--- src/verilog/pipeline_consts.svh ---
`ifndef PIPELINE_CONSTS_SVH
`define PIPELINE_CONSTS_SVH

`define DATA_WIDTH 32
`define REG_ADDR_WIDTH 5

// word address of the data memory is taken from byte address bits 9 down to 2.
`define DMEM_ADDR_WIDTH 8
`define DMEM_DEPTH (1 << `DMEM_ADDR_WIDTH)

`endif

--- src/verilog/pipelinePkg.sv ---
package pipelinePkg;

    // operation performed by the execute stage ALU.
    typedef enum logic [2:0]
    {
        ALU_ADD = 3'd0,
        ALU_SUB = 3'd1,
        ALU_AND = 3'd2,
        ALU_OR  = 3'd3,
        ALU_XOR = 3'd4,
        ALU_SLT = 3'd5, // signed compare, result is 0 or 1.
        ALU_SLL = 3'd6  // shift amount is the low 5 bits of operand B.
    } aluOp_t;

    // source of the value written back to the register file.
    typedef enum logic [1:0]
    {
        WB_ALU = 2'd0,
        WB_MEM = 2'd1,
        WB_PC4 = 2'd2   // link value for jump-and-link.
    } wbSource_t;

endpackage

--- src/verilog/writebackStage.sv ---
`timescale 1ns/1ps
`include "pipeline_consts.svh"

module writebackStage
(
    input  logic                      clk,
    input  logic                      reset,
    input  logic [`DATA_WIDTH-1:0]     aluResult,
    input  logic [`DATA_WIDTH-1:0]     loadData,
    input  logic [`DATA_WIDTH-1:0]     pc4,
    input  logic [`REG_ADDR_WIDTH-1:0] writeRegister,
    input  logic                      regWrite,
    input  pipelinePkg::wbSource_t    wbSource,
    output logic                      wbRegWrite,
    output logic [`REG_ADDR_WIDTH-1:0] wbWriteRegister,
    output logic [`DATA_WIDTH-1:0]     wbWriteData
);
    import pipelinePkg::*;

    logic [`DATA_WIDTH-1:0] aluResultQ;
    logic [`DATA_WIDTH-1:0] loadDataQ;
    logic [`DATA_WIDTH-1:0] pc4Q;
    logic                   regWriteQ;
    wbSource_t              wbSourceQ;

    // MEM/WB register.
    always_ff @(posedge clk)
    begin
        if (!reset)
        begin
            aluResultQ      <= '0;
            loadDataQ       <= '0;
            pc4Q            <= '0;
            wbWriteRegister <= '0;
            regWriteQ       <= 1'b0;
            wbSourceQ       <= WB_ALU;
        end
        else
        begin
            aluResultQ      <= aluResult;
            loadDataQ       <= loadData;
            pc4Q            <= pc4;
            wbWriteRegister <= writeRegister;
            regWriteQ       <= regWrite;
            wbSourceQ       <= wbSource;
        end
    end

    always_comb
    begin
        case (wbSourceQ)
            WB_MEM:  wbWriteData = loadDataQ;
            WB_PC4:  wbWriteData = pc4Q; // return address of a jump-and-link.
            default: wbWriteData = aluResultQ;
        endcase
    end

    // register 0 is hardwired to zero, so writes to it are dropped here.
    assign wbRegWrite = regWriteQ & (wbWriteRegister != '0);

endmodule

--- config.mk ---
export PLATFORM = sky130hd
export DESIGN_NAME = writebackStage
export DESIGN_NICKNAME = d
export VERILOG_FILES = /design/src/verilog/pipelinePkg.sv /design/src/verilog/writebackStage.sv
export VERILOG_INCLUDE_DIRS = /design/src /design/src/verilog
export SDC_FILE = /design/constraint.sdc
export NUM_CORES = 1
export LEC_CHECK = 0
export ABC_CLOCK_PERIOD_IN_PS = 2250
export BUFFER_PORTS_ARGS = -buffer_cell sky130_fd_sc_hd__clkbuf_2
export CAP_MARGIN = 20
export CORE_MARGIN = 1.5
export CORE_UTILIZATION = 40
export CTS_CLUSTER_DIAMETER = 150
export DETAILED_ROUTE_END_ITERATION = 16
export PLACE_DENSITY = 0.74
export SKIP_CTS_REPAIR_TIMING = 1
export SLEW_MARGIN = 20
export SYNTH_ARGS = -nofsm -noshare
export SYNTH_HDL_FRONTEND = slang
export SYNTH_SLANG_ARGS = --single-unit
--- constraint.sdc ---
create_clock -name clk -period 2.25 [get_ports clk]
set_clock_uncertainty 0.05 [all_clocks]
set_input_delay 0.3375 -clock clk [delete_from_list [all_inputs] [get_ports clk]]
set_output_delay 0.3375 -clock clk [all_outputs]
set_load 0.02 [all_outputs]
==> flow_summary.ini <==
[run_status]
status = finished, final reports clean

[power]
p_comb_share_pct = 12.0
p_per_area_nw_per_um2 = 767.1
p_leak_nw = 2.026
ir_drop_v = 0.0004308
internal_power_w = 0.002575
p_seq_share_pct = 58.3
power_w = 0.003372
power_frac_clock_pct = 29.7
swShare_pct = 23.62
power.switching_w = 0.0007966

[synthesis]
yosys.area.top_type = dfxtp_1
synthMuxAreaShare_pct = 0
synth_edf_count = 0
synth_xor_area_share_pct = 0
synth_cells = 334
syn-num-nets = 442
synthFlopType = dfxtp_1
netlist-cell-type-count = 12
async_reset_ff_share_pct = 0
ys_seq_area_share_pct = 61.04
ys.warnings.count = 0
synth_compound_area_share_pct = 11.96
synthAdderAreaFrac_pct = 0.7337
synth_top_family_by_area = simple AND/OR/NAND/NOR gates
syn_avg_cell_area_sq_um = 10.21
synth_top_area_share_pct = 61.04
netlist_area_sq_um = 3411
synth_simple_gate_area_share_pct = 22.82
yosys-top-cells-count = and2_1 (104), dfxtp_1 (104), a22oi_1 (32), nand2_1 (32), o21ai_0 (32)
ys_ff_latch = 104
ys_top_cells_by_area = dfxtp_1 (61%), and2_1 (19%), a22oi_1 (7.0%)

[grt]
grt_overflow = 0
antenna_found_initial = 0
grt_pass1_vias = 2541
grt_pass1_wl_um = 10760
grt_max_degree = 60
track_usage_pct = 15.31

[placed_design]
place_hpwl_um = 5072
io_buffer_count = 143
place_congestion = 0.7386
place_area_sq_um = 4215

[setup_path]
cpMaxStageDelayCell = dfxtp_1
path_buf_inv = 3
path_delay_family = buffers and inverters
worst_ep_required_time_ns = 1.86
worstPathCellList = inv_1 > ha_2 > buf_6 > a22oi_1 > o21ai_0 > clkbuf_2
max_stage_delay_ns = 0.32
worstSetupStartpointType = flip-flop
crit_path_max_fanout = 15
cp.arrival_ns = 1.71
endpoint_kind = output pin
worstSetupPathType = reg -> out

[timing]
period_share_pct = 93.14
hold_viol_final = 0
setup_viol = 0
tightest_slew_ns = 0.6111
hold_slack_ns = 0.1450
fin_crit_ns = 2.096
finalSetupTns_ns = 0
rsz0062_at_grt = no
slew_viol_final = 0
worst_slew_margin_rel_pct = 59.26
clock.fmax_mhz = 477.2

[layout]
postLayoutCoreUtil_pct = 53.23
final_net_count = 579
area_delta_synth_final_pct = 28.87
drive_above_1_share_pct = 35.02
diodes = 0
final_area_sq_um = 4395

[floorplanning]
start_util_pct = 41.30
die_h_um = 95.34
dieArea_sq_um = 9090
coreArea_sq_um = 8258
die_w_um = 95.34
core.rowCount = 33
ioPinCount = 144

[drt]
firstDrtPassIters = 4
top_layer = met4
wl_per_cell_um = 11.70
wl_met1_um = 2916
wirelength_um = 6774
vias = 2628
wl_met2_um = 3244
via_per_inst = 4.539
first_iter_violations = 48
dr_wl_met3_um = 475
drc = 0
ant_nets = 0

[clocking]
cts_max_path_buffers = 2
cts_buffers = 9
ctsHtreeMaxLevel = 3
clockRootBuffer = clkbuf_8
cts.sinks = 104
cts_tree = built
clk_pin_slew_ns = 0.09

[job]
cap_violations = 0

[hold_path]
hold_path_class = in -> reg
==> final cells by class <==
class / instances / area, sq um
clock buffer: 11 / 151.4
timing repair buffer: 150 / 788.3
multi-input combinational: 204 / 1216
sequential: 104 / 2082
fill: 747 / 3862
inverter: 2 / 7.507
tap: 105 / 131.4
clock inverter: 3 / 18.77
==> flip-flops by register name, summed over array words and instances (netlist names) <==
| register | count |
|---|---|
| aluResultQ | 32 |
| loadDataQ | 32 |
| pc4Q | 32 |
| regWriteQ | 1 |
| wbSourceQ | 2 |
| wbWriteRegister | 5 |
==> through the flow <==
| stage | worst slack [ns] | instances |
|---|---|---|
| global placement | 0.3898 | 565 |
| finish | 0.1543 | 579 |
| global route | 0.01034 | 579 |
| floorplan | 0.4150 | 334 |
| CTS | -0.01008 | 579 |
| detailed placement | 0.3723 | 565 |
==> placed cells by master (no fill, tap or decap) <==
master	Yosys	routed
or4_1	1	1
a22oi_1	32	32
buf_12	0	1
clkbuf_2	6	143
nand2_1	32	32
ha_2	0	2
buf_6	0	2
and2_1	104	104
o21ai_0	32	32
clkbuf_8	0	11
clkinv_2	0	2
dfxtp_1	104	104
buf_4	0	4
clkinv_4	0	1
o21a_1	1	1
inv_1	2	2
==> layer usage <==
layer,GRT usage [%],vias up
li1,-,1354
met1,17.21,1172
met5,0,-
met2,27.07,89
met4,6.219,0
met3,4.306,13
==> power by group through the flow <==
stage / Clock (W) / Combinational [W] / Sequential (W)
after detailed placement: 0 / 0.000410 / 0.00201
after global placement: 0 / 0.000404 / 0.00201
after floorplan: 0 / 0.000230 / 0.00201
after CTS: 0.00105 / 0.000411 / 0.00197
final: 0.00100 / 0.000406 / 0.00196
after global routing: 0.00112 / 0.000453 / 0.00198
==> path summary, 6_finish.rpt <==
path	start	endpoint	slack, ns	cells past startpoint
setup / recovery	wbSourceQ[1]$_SDFF_PN0_	wbWriteData[31]	0.15	6
hold / removal	aluResult[29]	aluResultQ[29]$_SDFF_PN0_	0.14	2
==> cell families (layout without fill, tap and decap cells) <==
| family | Yosys count | after routing |
|---|---|---|
| AO/OA/AOI/OAI | 65 | 65 |
| adder cells (fa/ha/maj) | 2 | 2 |
| buffers and inverters | 26 | 166 |
| flip-flops | 104 | 104 |
| AND/OR/NAND/NOR | 137 | 137 |
No activity file was read; power rests on OpenSTA's default activity.
