$ cat config.mk
export PLATFORM = sky130hd
export DESIGN_NAME = executeStage
export DESIGN_NICKNAME = d
export VERILOG_FILES = /design/src/verilog/pipelinePkg.sv /design/src/verilog/executeStage.sv
export VERILOG_INCLUDE_DIRS = /design/src /design/src/verilog
export SDC_FILE = /design/constraint.sdc
export NUM_CORES = 1
export LEC_CHECK = 0
export BUFFER_PORTS_ARGS = -buffer_cell sky130_fd_sc_hd__buf_2
export CAP_MARGIN = 20
export CORE_UTILIZATION = 52
export DETAILED_ROUTE_END_ITERATION = 6
export PLACE_DENSITY = 0.81
export SYNTH_ARGS = -nofsm -noshare
export SYNTH_HDL_FRONTEND = slang
export SYNTH_SLANG_ARGS = --single-unit
$ cat constraint.sdc
create_clock -name vclk -period 4.8
set_clock_uncertainty 0.05 [all_clocks]
set_input_delay 0.24 -clock vclk [all_inputs]
set_output_delay 0.24 -clock vclk [all_outputs]
set_load 0.03 [all_outputs]
$ cat src/verilog/pipeline_consts.svh
`ifndef PIPELINE_CONSTS_SVH
`define PIPELINE_CONSTS_SVH

`define DATA_WIDTH 32
`define REG_ADDR_WIDTH 5

// word address of the data memory is taken from byte address bits 9 down to 2.
`define DMEM_ADDR_WIDTH 8
`define DMEM_DEPTH (1 << `DMEM_ADDR_WIDTH)

`endif

$ cat src/verilog/pipelinePkg.sv
package pipelinePkg;

    // operation performed by the execute stage ALU.
    typedef enum logic [2:0]
    {
        ALU_ADD = 3'd0,
        ALU_SUB = 3'd1,
        ALU_AND = 3'd2,
        ALU_OR  = 3'd3,
        ALU_XOR = 3'd4,
        ALU_SLT = 3'd5, // signed compare, result is 0 or 1.
        ALU_SLL = 3'd6  // shift amount is the low 5 bits of operand B.
    } aluOp_t;

    // source of the value written back to the register file.
    typedef enum logic [1:0]
    {
        WB_ALU = 2'd0,
        WB_MEM = 2'd1,
        WB_PC4 = 2'd2   // link value for jump-and-link.
    } wbSource_t;

endpackage

$ cat src/verilog/executeStage.sv
`timescale 1ns/1ps
`include "pipeline_consts.svh"

module executeStage
(
    input  logic [`DATA_WIDTH-1:0] readData1,
    input  logic [`DATA_WIDTH-1:0] readData2,
    input  logic [`DATA_WIDTH-1:0] immediate,
    input  logic [`DATA_WIDTH-1:0] pc4,
    input  logic [`DATA_WIDTH-1:0] jumpTarget,
    input  logic                   ctrlAluSrc,
    input  logic                   ctrlBranch,
    input  logic                   ctrlJump,
    input  pipelinePkg::aluOp_t    aluOp,
    output logic [`DATA_WIDTH-1:0] aluResult,
    output logic [`DATA_WIDTH-1:0] newPc,
    output logic                   jumpOrBranch
);
    import pipelinePkg::*;

    logic [`DATA_WIDTH-1:0] operandB;
    logic [`DATA_WIDTH-1:0] branchTarget;
    logic                   aluZero;

    assign operandB = ctrlAluSrc ? immediate : readData2;

    always_comb
    begin
        case (aluOp)
            ALU_ADD:
            begin
                aluResult = readData1 + operandB;
            end
            ALU_SUB:
            begin
                aluResult = readData1 - operandB;
            end
            ALU_AND:
            begin
                aluResult = readData1 & operandB;
            end
            ALU_OR:
            begin
                aluResult = readData1 | operandB;
            end
            ALU_XOR:
            begin
                aluResult = readData1 ^ operandB;
            end
            ALU_SLT:
            begin
                aluResult = {{(`DATA_WIDTH-1){1'b0}},
                             $signed(readData1) < $signed(operandB)};
            end
            ALU_SLL:
            begin
                aluResult = readData1 << operandB[4:0];
            end
            default:
            begin
                aluResult = '0;
            end
        endcase
    end

    assign aluZero = (aluResult == '0);

    // branch offset is a word count relative to the next instruction.
    assign branchTarget = pc4 + (immediate << 2);

    // beq compares through the ALU, so a zero result means the operands were equal.
    assign jumpOrBranch = ctrlJump | (ctrlBranch & aluZero);
    assign newPc        = ctrlJump ? jumpTarget : branchTarget;

endmodule

==> run_results.csv <==
group,metric,value,unit
run,cap_violations,0,
sta,worstMarginPinSlew,0.9524,ns
cells_and_area,multi_input_area,0.009079,mm^2
floorplanning,row_count,48,
logic_synthesis,synth.most_common_cell,"ha_1",
hold_path,worstHoldEndpoint,"newPc[10]",
route,avgRoutedWirePerCell,24.51,um
floorplanning,initial_core_util,54.03,%
logic_synthesis,syn_area,0.009475,mm^2
pwr,irDropWorstVdd,132.6,uV
placement,port_buffers,231,
route,drt_drc_violations_left,2,
sta,period_minus_slack,4.792,ns
hold_path,min_from,"jumpTarget[10]",
global_routing,grt_use_met3,16.93,%
cells_and_area,fillerInstances,1487,
critical_path,worst_setup_path_start_kind,"input port",
sta,setup_violations,0,
sta,rsz0062_at_grt,"yes",
route,initialDrtViolationCount,1477,
sta,fin_setup_tns,0,ns
critical_path,crit_type,"input port to output pin",
critical_path,crit_arrival,4.50,ns
sta,maxSlewHeadroom,36.27,%
logic_synthesis,synth_commonest_cells,"ha_1, a21oi_1, nand2_1, nor2_1",
run_status,violations,"DRC",
route,vias,12800,
critical_path,required,4.51,ns
placement,dp_hpwl,36400,um
pwr,power_leakage,0.005777,uW
cells_and_area,n_sequential_cell,0,
logic_synthesis,yosysWarnings,0,
critical_path,cp_max_fo,5,
global_routing,grt_usage,48.09,%
logic_synthesis,netlist_instances,1353,
global_routing,met1_usage,57.14,%
sta,fin_crit_sh,99.84,%
floorplanning,pin_count,231,
hold_path,hold_class,"input port to output pin",
floorplanning,die_w,137.0,um
cells_and_area,areaGrowthSynthToFinish,28.50,%
global_routing,grt_overflow,0,
logic_synthesis,synth_nets,1668,
route,vias_per_cell,6.792,
global_routing,antenna_found_initial,3,
logic_synthesis,synth_top_area_cell,"ha_1",
sta,finalMaxSlewViolations,0,
placement,gp_congestion,1.094,
global_routing,grt-busiest-layer,"met2",
logic_synthesis,syn_avg_cell_area,7.003,um^2
clocking,cts.hold.buffers_added,0,
global_routing,grt_pass1_vias,11770,
logic_synthesis,synth_area_leaders,"ha_1, mux2i_1, a21oi_1, o21ai_0, mux4_2",
pwr,p_total,2086,uW
cells_and_area,final_util,69.43,%
route,drt-total-wl,46190,um
cells_and_area,nets,1974,
global_routing,grt_pass1_wl,67650,um
hold_path,hold_depth,3,
floorplanning,design.die.area,0.01877,mm^2
cells_and_area,layout-drive-gt1-share,29.99,%
critical_path,critical_path.slowest_cell,"nor4_2",
global_routing,grt_max_degree,60,
critical_path,worstSetupEndpointType,"output pin",
global_routing,met2_usage,71.21,%
critical_path,cp_slowest_stage_delay,0.41,ns
sta,hold_viol,0,
sta,max_freq,208.7,MHz
critical_path,crit_buf_inv,5,
critical_path,critPathTopFamily,"simple AND/OR/NAND/NOR gates",
logic_synthesis,seq_area_frac_synth,0,%
logic_synthesis,ys_types,80,
cells_and_area,clock_buffers,0,
route,ant_nets,0,
floorplanning,die_h,137.0,um
floorplanning,core-area,0.01754,mm^2
logic_synthesis,synth_top_area_share,19.28,%
critical_path,cp_cell_sequence,"buf_6 > bufbuf_16 > mux2i_4 > ha_2 > buf_4 > o21ai_0 > nor4_2 > nor3_1 > nor4_2 > mux2i_1 > o211ai_1 > nor4_2 > buf_4 > nor4b_2 > and4b_1 > nand4_1 > o41ai_4 > buf_4",
cells_and_area,regArea,0,um^2
route,first_pass_iters,7,
sta,whs,0.7819,ns
pwr,p_per_area,171.3,mW/mm^2
run_status,outcome,"complete, but fails checks",
-- layer usage --
layer,share of wire (%),vias to the layer above
met3,12,247
li1,-,5688
met2,42,966
met1,37,5902
met5,0,-
met4,8.2,0
-- cell families after synthesis --
| logic type | after synthesis | share of synthesized area, % |
|---|---|---|
| adder cells (fa/ha/maj) | 149 | 19.91 |
| buffers and inverters | 182 | 7.514 |
| AND/OR/NAND/NOR | 397 | 20.26 |
| AO/OA/AOI/OAI | 470 | 32.80 |
| XOR/XNOR | 45 | 4.160 |
| multiplexers | 110 | 15.36 |
-- stage by stage --
step,setup slack (ns),std cells,instance area (um^2)
2_1_floorplan,0.01429,1353,9520
3_3_place_gp,-0.04046,1876,11760
3_5_place_dp,-0.1338,1876,11760
4_1_cts,0.001959,1878,11870
5_1_grt,-0.07095,1883,12170
6_report,0.007529,1885,12180
-- area by class of cell --
cell class | count | share of cell area (%)
timing repair buffer | 383 | 19.86
antenna | 3 | 0.06166
inverter | 103 | 3.196
multi-input combinational | 1171 | 74.57
tap | 225 | 2.312
-- report_power, final --
group          internal, uW  switching (uW)
Sequential                0               0
Combinational           810            1280
Clock             0.0000293               0
Total                   810            1280
-- timing repair --
action	4_1_cts	5_1_grt
setup buffers	0	3
resized for setup	10	55
endpoints found under the setup margin	1	2
gates cloned	2	1
pin swaps	1	7
-- cell usage in the layout (no fill, tap or decap), types with 6 or more instances in the layout --
cell type  synthesis  layout
buf_2              9     229
buf_4              0     147
ha_1             146     142
nand2_1          115     115
a21oi_1          117     113
nor2_1           109     109
inv_1             99      98
o21ai_0           99      96
mux2i_1           73      54
nor3_1            34      33
xnor2_1           32      32
a21o_1            23      23
o211ai_1          23      23
mux4_2            22      22
nor2b_1           20      20
a211oi_1          22      20
o22ai_1           20      19
nand3_1           17      17
o31ai_1           18      17
a31oi_1           16      15
mux2i_2            0      13
nand2b_1          13      13
o221ai_1          13      13
xor2_1            13      13
o21bai_1          12      12
o21a_1            12      12
nand4_1           11      11
or2_2             11      11
mux2i_4            4      10
nor4_1            15      10
mux2_2            10      10
or3_1              9       9
or4_1             10       9
a221oi_1           9       8
o21ai_1            6       7
and3_1             6       6
and2_1             6       6
-- worst max path at each step --
| stage | start | end | cells past startpoint |
|---|---|---|---|
| after floorplan | ctrlAluSrc | jumpOrBranch | 18 |
| after global placement | ctrlAluSrc | jumpOrBranch | 18 |
| after detailed placement | ctrlAluSrc | jumpOrBranch | 17 |
| after CTS | ctrlAluSrc | jumpOrBranch | 18 |
| after global routing | ctrlAluSrc | jumpOrBranch | 16 |
| final | ctrlAluSrc | jumpOrBranch | 18 |
No activity file was read; power rests on OpenSTA's default activity.
