===== src/verilog/pipeline_consts.svh =====
`ifndef PIPELINE_CONSTS_SVH
`define PIPELINE_CONSTS_SVH

`define DATA_WIDTH 32
`define REG_ADDR_WIDTH 5

// word address of the data memory is taken from byte address bits 9 down to 2.
`define DMEM_ADDR_WIDTH 8
`define DMEM_DEPTH (1 << `DMEM_ADDR_WIDTH)

`endif


===== src/verilog/pipelinePkg.sv =====
package pipelinePkg;

    // operation performed by the execute stage ALU.
    typedef enum logic [2:0]
    {
        ALU_ADD = 3'd0,
        ALU_SUB = 3'd1,
        ALU_AND = 3'd2,
        ALU_OR  = 3'd3,
        ALU_XOR = 3'd4,
        ALU_SLT = 3'd5, // signed compare, result is 0 or 1.
        ALU_SLL = 3'd6  // shift amount is the low 5 bits of operand B.
    } aluOp_t;

    // source of the value written back to the register file.
    typedef enum logic [1:0]
    {
        WB_ALU = 2'd0,
        WB_MEM = 2'd1,
        WB_PC4 = 2'd2   // link value for jump-and-link.
    } wbSource_t;

endpackage


===== src/verilog/exMemPipelineRegister.sv =====
`timescale 1ns/1ps
`include "pipeline_consts.svh"

module exMemPipelineRegister
(
    input  logic                      clk,
    input  logic                      reset,

    input  logic [`DATA_WIDTH-1:0]     aluResultIn,
    input  logic [`DATA_WIDTH-1:0]     writeDataIn,
    input  logic [`DATA_WIDTH-1:0]     pc4In,
    input  logic [`REG_ADDR_WIDTH-1:0] writeRegisterIn,
    input  logic [`DATA_WIDTH-1:0]     newPcIn,
    input  logic                      jumpOrBranchIn,
    input  logic                      regWriteIn,
    input  logic                      memReadIn,
    input  logic                      memWriteIn,
    input  pipelinePkg::wbSource_t    wbSourceIn,

    output logic [`DATA_WIDTH-1:0]     aluResultOut,
    output logic [`DATA_WIDTH-1:0]     writeDataOut,
    output logic [`DATA_WIDTH-1:0]     pc4Out,
    output logic [`REG_ADDR_WIDTH-1:0] writeRegisterOut,
    output logic [`DATA_WIDTH-1:0]     newPcOut,
    output logic                      jumpOrBranchOut,
    output logic                      regWriteOut,
    output logic                      memReadOut,
    output logic                      memWriteOut,
    output pipelinePkg::wbSource_t    wbSourceOut
);
    import pipelinePkg::*;

    // the pipeline never stalls, so every field loads on each edge.
    always_ff @(posedge clk)
    begin
        if (!reset)
        begin
            aluResultOut     <= '0;
            writeDataOut     <= '0;
            pc4Out           <= '0;
            writeRegisterOut <= '0;
            newPcOut         <= '0;
            jumpOrBranchOut  <= 1'b0;
            regWriteOut      <= 1'b0;
            memReadOut       <= 1'b0;
            memWriteOut      <= 1'b0;
            wbSourceOut      <= WB_ALU;
        end
        else
        begin
            aluResultOut     <= aluResultIn;
            writeDataOut     <= writeDataIn; // store data from the second register operand.
            pc4Out           <= pc4In;
            writeRegisterOut <= writeRegisterIn;
            newPcOut         <= newPcIn;
            jumpOrBranchOut  <= jumpOrBranchIn;
            regWriteOut      <= regWriteIn;
            memReadOut       <= memReadIn;
            memWriteOut      <= memWriteIn;
            wbSourceOut      <= wbSourceIn;
        end
    end

endmodule


===== config.mk =====
export PLATFORM = sky130hd
export DESIGN_NAME = exMemPipelineRegister
export DESIGN_NICKNAME = d
export VERILOG_FILES = /design/src/verilog/pipelinePkg.sv /design/src/verilog/exMemPipelineRegister.sv
export VERILOG_INCLUDE_DIRS = /design/src /design/src/verilog
export SDC_FILE = /design/constraint.sdc
export NUM_CORES = 1
export LEC_CHECK = 0
export BUFFER_PORTS_ARGS = -buffer_cell sky130_fd_sc_hd__buf_2
export CAP_MARGIN = 40
export CORE_AREA = 2 2 108 110
export CTS_BUF_LIST = sky130_fd_sc_hd__clkbuf_4 sky130_fd_sc_hd__clkbuf_8
export CTS_CLUSTER_SIZE = 10
export DETAILED_ROUTE_END_ITERATION = 6
export DIE_AREA = 0 0 110 112
export PLACE_DENSITY = 0.75
export SYNTH_ARGS = -nofsm -noshare
export SYNTH_HDL_FRONTEND = slang
export SYNTH_SLANG_ARGS = --single-unit

===== constraint.sdc =====
create_clock -name clk -period 0.8 [get_ports clk]
set_input_delay 0.08 -clock clk [delete_from_list [all_inputs] [get_ports clk]]
set_output_delay 0.08 -clock clk [all_outputs]
set_load 0.05 [all_outputs]

==> flow_metrics.env, run 1 <==
export IMPL_status="complete, but fails checks"
export IMPL_violations="setup timing"
export IMPL_fin_crit_sh_pct=129
export IMPL_setup_violations=139
export IMPL_p_per_area_mw_per_mm2=2150
export IMPL_grtUsageTotal_pct=24.7
export IMPL_min_period_ps=1030
export IMPL_place_area_mm2=0.00527
export IMPL_syn2layout_area_growth_pct=129
export IMPL_worst_path_stages=1
export IMPL_ios=280
export IMPL_drc_errors=0
export IMPL_synthFlopType="dfxtp_1"
export IMPL_num_vias=3761
export IMPL_drt_total_wl_um=15700
export IMPL_antenna_cells=0
export IMPL_syn_area_per_cell_um2=13.0
export IMPL_max_stage_delay_ps=360
export IMPL_synth_edff_count=0
export IMPL_critPathMaxFanout=1
export IMPL_hold_violations=0
export IMPL_die_height_um=112
export IMPL_yosys_warnings=0
export IMPL_post_cts_buffers=0
export IMPL_dp_hpwl_um=6760
export IMPL_maxSlewHeadroom_pct=84.9
export IMPL_synthArstFlopShare_pct=0
export IMPL_post_route_worst_setup_slack_ps=-230
export IMPL_antenna_found_initial=0
export IMPL_yosys_top_cells_count="and2_1 (139), dfxtp_1 (139), buf_6 (12), buf_2 (3)"
export IMPL_crit_type="register to output pin"
export IMPL_cts_made_buffers=17
export IMPL_coreArea_mm2=0.0112
export IMPL_startpoint="newPcOut[31]$_SDFF_PN0_"
export IMPL_holdWs_ps=172
export IMPL_grt_ovfl_total=0
export IMPL_cap_violations=0
export IMPL_critical_path_required_ps=720
export IMPL_grt_pass1_wl_um=22300
export IMPL_design_area_mm2=0.00870
export IMPL_whs_path_depth=3
export IMPL_cts_sinks=139
export IMPL_cts_max_path_buffers=2
export IMPL_layout_drive_gt1_share_pct=61.8
export IMPL_rows=39
export IMPL_min_path_type="primary input to register"
export IMPL_crit_end="newPcOut[31]"
export IMPL_place_congestion=0.743
export IMPL_crit_slowest_cell="dfxtp_2"
export IMPL_drtIter0Drc=119
export IMPL_die_w_um=110
export IMPL_dp_cells=702
export IMPL_synthCells=293
export IMPL_crit_arrival_ps=950
export IMPL_grt_max_degree=67
export IMPL_start_util_pct=34.0
export IMPL_synth_cell_type_count=4
export IMPL_vdd_ir_drop_max_mv=1.73
export IMPL_grt_pass1_vias=4276
export IMPL_rsz0062_at_grt="true"
export IMPL_h_tree_depth=4
export IMPL_drtPass1Iterations=4
export IMPL_power_leakage_nw=3.98
export IMPL_yosysTopAreaCellShare_pct=73.2
export IMPL_synth_seq_cells=139
export IMPL_yosysSeqAreaShare_pct=73.2
export IMPL_finalNonFillerCells=874
export IMPL_netlist_area_mm2=0.00380
export IMPL_path_buf_inv=1
export IMPL_die_area_mm2=0.0123
export IMPL_report_power_total_mw=18.7
export IMPL_fmax_mhz=971
export IMPL_dp_slack_ps=-3.25
export IMPL_tightest_slew_ps=225
export IMPL_yosysTopAreaCell="dfxtp_1"
export IMPL_final_max_slew_violation_count=0
export IMPL_ant_nets=0
export IMPL_fin_nets=859
export IMPL_ys_top_cells_by_area="dfxtp_1 (73%), and2_1 (23%), buf_6 (3.6%)"
export IMPL_cp_end_kind="output pin"
export IMPL_vias_per_cell=4.30
export IMPL_root_buffer="clkbuf_8"
export IMPL_synth_nets=434
export IMPL_start_kind="register"
export IMPL_cts_tree="yes"
export IMPL_critical_path_top_delay_family="flip-flops"
export IMPL_wl_per_cell_um=18.0
export IMPL_cts_clk_slew_worst_paths_ps=90
export IMPL_crit_chain="buf_8"
export IMPL_io_buffer_count=279
[per-stage QoR]
step / utilization, % / setup TNS (ps)
3_3_place_gp: 47.1 / 0
5_1_grt: 77.9 / -32690
3_5_place_dp: 47.1 / -3.25
2_1_floorplan: - / 0
6_report: 77.9 / -26700
4_1_cts: 76.4 / -31180
[worst min path at each step]
stage,startpoint,endpoint
5_1_grt,reset,newPcOut[31]$_SDFF_PN0_
3_3_place_gp,aluResultIn[30],aluResultOut[30]$_SDFF_PN0_
4_1_cts,reset,newPcOut[12]$_SDFF_PN0_
2_1_floorplan,aluResultIn[30],aluResultOut[30]$_SDFF_PN0_
6_report,reset,writeRegisterOut[4]$_SDFF_PN0_
3_5_place_dp,aluResultIn[30],aluResultOut[30]$_SDFF_PN0_
[cell usage in the layout, fill, tap and decap left out, drive strengths merged]
| master | count |
|---|---|
| and2 | 139 |
| buf | 281 |
| bufinv | 7 |
| clkbuf | 22 |
| clkinv | 2 |
| clkinvlp | 1 |
| dfxtp | 139 |
| dlygate4sd3 | 140 |
[power breakdown]
part	internal, mW	switching [mW]	leakage, nW
clock	4.68	2.66	0.260
combinational	1.82	1.92	2.52
sequential	7.37	0.272	1.20
[sequential cells by signal, indices dropped and copies added, names as in the netlist]
signal,cells
wbSourceOut,2
newPcOut,32
writeRegisterOut,5
pc4Out,32
jumpOrBranchOut,1
aluResultOut,32
memReadOut,1
memWriteOut,1
regWriteOut,1
writeDataOut,32
[layout make-up]
class	instances	area (um^2)
clock buffers	22	290
clock inverters	10	235
fillers	582	2470
multi-input cells	139	870
flip-flops and latches	139	2960
well taps	143	179
repair buffers	421	4170
[cell families (layout without fill, tap and decap cells)]
family        after synthesis  in the layout  share of synthesized area [%]
buf+inv                    15            453                           3.95
flops                     139            139                           73.2
simple gates              139            139                           22.9
[layer usage]
layer | GRT usage [%] | up-vias | part of all wire [%]
met5 | 0 | - | 0
met1 | 21.7 | 1746 | 32
li1 | - | 1727 | -
met2 | 46.6 | 231 | 54
met4 | 13.2 | 0 | 4.9
met3 | 9.37 | 57 | 9.0
[timing repair]
action | 4_1_cts | 5_1_grt
setup endpoints to repair | 139 | 139
resized for setup | 496 | 45
endpoints found under the hold margin | 139 | 0
pin swaps | 0 | 0
hold buffers | 140 | 0
Power figures use the tool's default switching activity.
==> inputs of run 2 (changes only) <==
Settings changed: RECOVER_POWER set to 100.
==> flow_metrics.env, run 2 (synthesized netlist as in run 1, its figures left out) <==
export IMPL_cts_sinks=139
export IMPL_crit_chain="buf_6"
export IMPL_syn2layout_area_growth_pct=129
export IMPL_cap_violations=0
export IMPL_dp_slack_ps=-3.25
export IMPL_fmax_mhz=966
export IMPL_n_fill_cell=584
export IMPL_place_area_mm2=0.00527
export IMPL_die_area_mm2=0.0123
export IMPL_antenna_found_initial=0
export IMPL_vdd_ir_drop_max_mv=1.72
export IMPL_start_kind="register"
export IMPL_start_util_pct=34.0
export IMPL_grt_ovfl_total=0
export IMPL_vias_per_cell=4.30
export IMPL_path_buf_inv=1
export IMPL_crit_slowest_cell="dfxtp_2"
export IMPL_cts_tree="yes"
export IMPL_wl_per_cell_um=18.0
export IMPL_num_vias=3760
export IMPL_drc_errors=0
export IMPL_min_path_type="primary input to register"
export IMPL_grt_pass1_wl_um=22300
export IMPL_ios=280
export IMPL_drtIter0Drc=100
export IMPL_coreArea_mm2=0.0112
export IMPL_place_congestion=0.743
export IMPL_post_route_worst_setup_slack_ps=-235
export IMPL_final_common_cell="dlygate4sd3_1"
export IMPL_root_buffer="clkbuf_8"
export IMPL_crit_type="register to output pin"
export IMPL_fin_crit_sh_pct=129
export IMPL_die_w_um=110
export IMPL_drt_total_wl_um=15700
export IMPL_design_area_mm2=0.00870
export IMPL_grtUsageTotal_pct=24.7
export IMPL_ant_nets=0
export IMPL_critical_path_required_ps=720
export IMPL_final_max_slew_violation_count=0
export IMPL_setup_tns_ps=-26550
export IMPL_holdWs_ps=194
export IMPL_mostFrequentLayoutCells="dlygate4sd3_1 (140), dfxtp_2 (139), buf_2 (135), buf_8 (124), and2_0 (79)"
export IMPL_grt_pass1_vias=4276
export IMPL_antenna_cells=0
export IMPL_setup_violations=142
export IMPL_critPathMaxFanout=1
export IMPL_tightest_slew_ps=242
export IMPL_io_buffer_count=279
export IMPL_cp_end_kind="output pin"
export IMPL_dp_hpwl_um=6760
export IMPL_hold_violations=0
export IMPL_cts_made_buffers=17
export IMPL_cts_clk_slew_worst_paths_ps=90
export IMPL_power_leakage_nw=3.91
export IMPL_post_cts_buffers=0
export IMPL_h_tree_depth=4
export IMPL_min_period_ps=1030
export IMPL_rows=39
export IMPL_die_height_um=112
export IMPL_max_stage_delay_ps=360
export IMPL_cts_max_path_buffers=2
export IMPL_report_power_total_mw=18.7
export IMPL_critical_path_top_delay_family="flip-flops"
export IMPL_status="complete, but fails checks"
export IMPL_p_per_area_mw_per_mm2=2150
export IMPL_drtPass1Iterations=4
export IMPL_layout_drive_gt1_share_pct=61.4
export IMPL_rsz0062_at_grt="true"
export IMPL_crit_arrival_ps=950
export IMPL_violations="setup timing"
export IMPL_fin_nets=859
export IMPL_grt_max_degree=67
export IMPL_maxSlewHeadroom_pct=83.8
[run 2: where the power goes]
part | leakage [nW] | switching, mW | internal, mW
clock | 0.260 | 2.65 | 4.68
sequential | 1.20 | 0.273 | 7.37
combinational | 2.46 | 1.92 | 1.80
total | 3.91 | 4.84 | 13.8
[run 2: through the flow]
step | util [%] | cells
after floorplan | - | 293
after global placement | 47.1 | 702
after detailed placement | 47.1 | 702
after CTS | 76.4 | 874
after global routing | 77.9 | 874
final | 77.9 | 874
[run 2: layout make-up]
type / count / area, um^2 / share of cell area, %
well taps: 143 / 179 / 2.06
clock inverters: 10 / 235 / 2.70
clock buffers: 22 / 290 / 3.34
flip-flops and latches: 139 / 2960 / 34.0
multi-input cells: 139 / 870 / 10.0
repair buffers: 421 / 4170 / 47.9
[run 2: worst paths after layout]
check	start	end	slack [ps]	cells past startpoint
worst max-delay path	pc4Out[13]$_SDFF_PN0_	pc4Out[13]	-230	1
worst min-delay path	reset	writeRegisterOut[4]$_SDFF_PN0_	190	3
[run 2: layer usage]
layer	wire, um	vias to the layer above	global-route usage [%]
met5	0	-	0
met3	1360	56	9.37
met4	761	0	13.2
met1	5000	1750	21.7
li1	-	1726	-
met2	8560	228	46.6
[run 2: repair_timing]
item / in CTS / in global routing
gates cloned: 0 / 0
pin swaps: 0 / 0
hold buffers: 140 / 0
setup endpoints to repair: 139 / 139
gates resized for setup: 496 / 45
endpoints found under the hold margin: 139 / 0
==> inputs of run 3 (changes only) <==
Settings changed: PLACE_DENSITY 0.75 to 0.77, SETUP_SLACK_MARGIN set to 0.1.
==> flow_metrics.env, run 3 (synthesized netlist as in run 1, its figures left out) <==
export IMPL_place_area_mm2=0.00527
export IMPL_hold_violations=0
export IMPL_top_usage_layer="met2"
export IMPL_io_buffer_count=279
export IMPL_post_route_worst_setup_slack_ps=-230
export IMPL_wl_per_cell_um=18.2
export IMPL_seqCellArea_mm2=0.00296
export IMPL_gr_usage_met1_pct=21.9
export IMPL_place_congestion=0.710
export IMPL_critical_path_required_ps=720
export IMPL_use_met2_pct=46.0
export IMPL_die_w_um=110
export IMPL_critPathMaxFanout=1
export IMPL_grt_pass1_vias=4169
export IMPL_die_height_um=112
export IMPL_ios=280
export IMPL_die_area_mm2=0.0123
export IMPL_worst_path_stages=1
export IMPL_fmax_mhz=971
export IMPL_critical_path_top_delay_family="flip-flops"
export IMPL_max_stage_delay_ps=370
export IMPL_fin_nets=858
export IMPL_antenna_found_initial=1
export IMPL_grt_max_degree=72
export IMPL_startpoint="aluResultOut[1]$_SDFF_PN0_"
export IMPL_grtUsageTotal_pct=24.5
export IMPL_post_cts_buffers=0
export IMPL_cts_clk_slew_worst_paths_ps=80
export IMPL_cts_sinks=139
export IMPL_violations="setup timing"
export IMPL_crit_type="register to output pin"
export IMPL_cts_made_buffers=17
export IMPL_crit_slowest_cell="dfxtp_2"
export IMPL_tightest_slew_ps=225
export IMPL_maxSlewHeadroom_pct=85.0
export IMPL_power_leakage_nw=3.86
export IMPL_min_period_ps=1030
export IMPL_rows=39
export IMPL_report_power_total_mw=17.6
export IMPL_vdd_ir_drop_max_mv=1.36
export IMPL_start_util_pct=34.0
export IMPL_n_fill_cell=600
export IMPL_final_util_pct=76.6
export IMPL_grt_pass1_wl_um=22000
export IMPL_mostFrequentLayoutCells="dfxtp_2 (139), dlygate4sd3_1 (139), buf_2 (134), buf_8 (113), and2_0 (72)"
export IMPL_drtPass1Iterations=4
export IMPL_p_per_area_mw_per_mm2=2050
export IMPL_grt_use_met3_pct=11.5
export IMPL_start_kind="register"
export IMPL_syn2layout_area_growth_pct=125
export IMPL_crit_chain="buf_8"
export IMPL_ant_nets=0
export IMPL_cp_end_kind="output pin"
export IMPL_fin_crit_sh_pct=129
export IMPL_path_buf_inv=1
export IMPL_status="complete, but fails checks"
export IMPL_multi_input_area_um2=870
export IMPL_drc_errors=0
export IMPL_whs_path_depth=3
export IMPL_cts_max_path_buffers=2
export IMPL_dp_hpwl_um=6670
export IMPL_cts_tree="yes"
export IMPL_crit_end="aluResultOut[1]"
export IMPL_min_path_type="primary input to register"
export IMPL_h_tree_depth=4
export IMPL_vias_per_cell=4.26
export IMPL_cap_violations=0
export IMPL_drt_total_wl_um=15900
export IMPL_drtIter0Drc=130
export IMPL_design_area_mm2=0.00856
export IMPL_final_max_slew_violation_count=0
export IMPL_num_vias=3719
export IMPL_crit_arrival_ps=950
export IMPL_coreArea_mm2=0.0112
export IMPL_layout_drive_gt1_share_pct=61.1
export IMPL_grt_ovfl_total=0
export IMPL_setup_violations=139
export IMPL_rsz0062_at_grt="true"
export IMPL_root_buffer="clkbuf_8"
-- run 3: cell types whose count changed in the layout (fill, tap and decap cells not counted), sizes merged --
cell | before | now
clkbuf | 27 | 32
buf | 276 | 275
dlygate4sd3 | 140 | 139
diode | 0 | 1
bufinv | 7 | 3
-- run 3: tightest hold or removal path: cells and delay by family --
kind          cells  cell delay, ps
buf+inv           2             320
simple gates      1             150
-- run 3: area by class of cell --
class	count	area share, %
diodes	1	0.0292
well taps	143	2.09
flip-flops and latches	139	34.5
clock inverters	6	1.26
repair buffers	420	48.0
multi-input cells	139	10.2
clock buffers	26	3.89
-- run 3: timing repair --
action | CTS | global route
hold endpoints to repair | 139 | 0
cloned | 0 | 0
hold buffers | 139 | 0
gates resized for setup | 493 | 37
endpoints found under the setup margin | 139 | 139
-- run 3: worst min-delay path by stage --
stage / startpoint / to
after global routing: reset / writeDataOut[14]$_SDFF_PN0_
after CTS: reset / newPcOut[1]$_SDFF_PN0_
after detailed placement: pc4In[4] / pc4Out[4]$_SDFF_PN0_
after global placement: newPcIn[7] / newPcOut[7]$_SDFF_PN0_
after floorplan: aluResultIn[30] / aluResultOut[30]$_SDFF_PN0_
final: reset / newPcOut[8]$_SDFF_PN0_
-- run 3: layer usage --
metal / vias up / wire length (um)
li1: 1729 / -
met1: 1741 / 5210
met2: 211 / 8670
met3: 38 / 1550
met4: 0 / 480
met5: - / 0
-- run 3: power by group --
group / total, mW / internal (mW) / switching [mW]
Combinational: 3.69 / 1.77 / 1.92
Clock: 6.26 / 3.64 / 2.62
Sequential: 7.64 / 7.37 / 0.265
Total: 17.6 / 12.8 / 4.81
-- run 3: through the flow --
step	hold WS, ps	cells	worst slack, ps	TNS [ps]
global placement	284	702	75.7	0
global route	163	874	-283	-33500
CTS	139	873	-242	-29930
detailed placement	289	702	58.9	0
finish	166	874	-230	-26870
floorplan	202	293	133	0
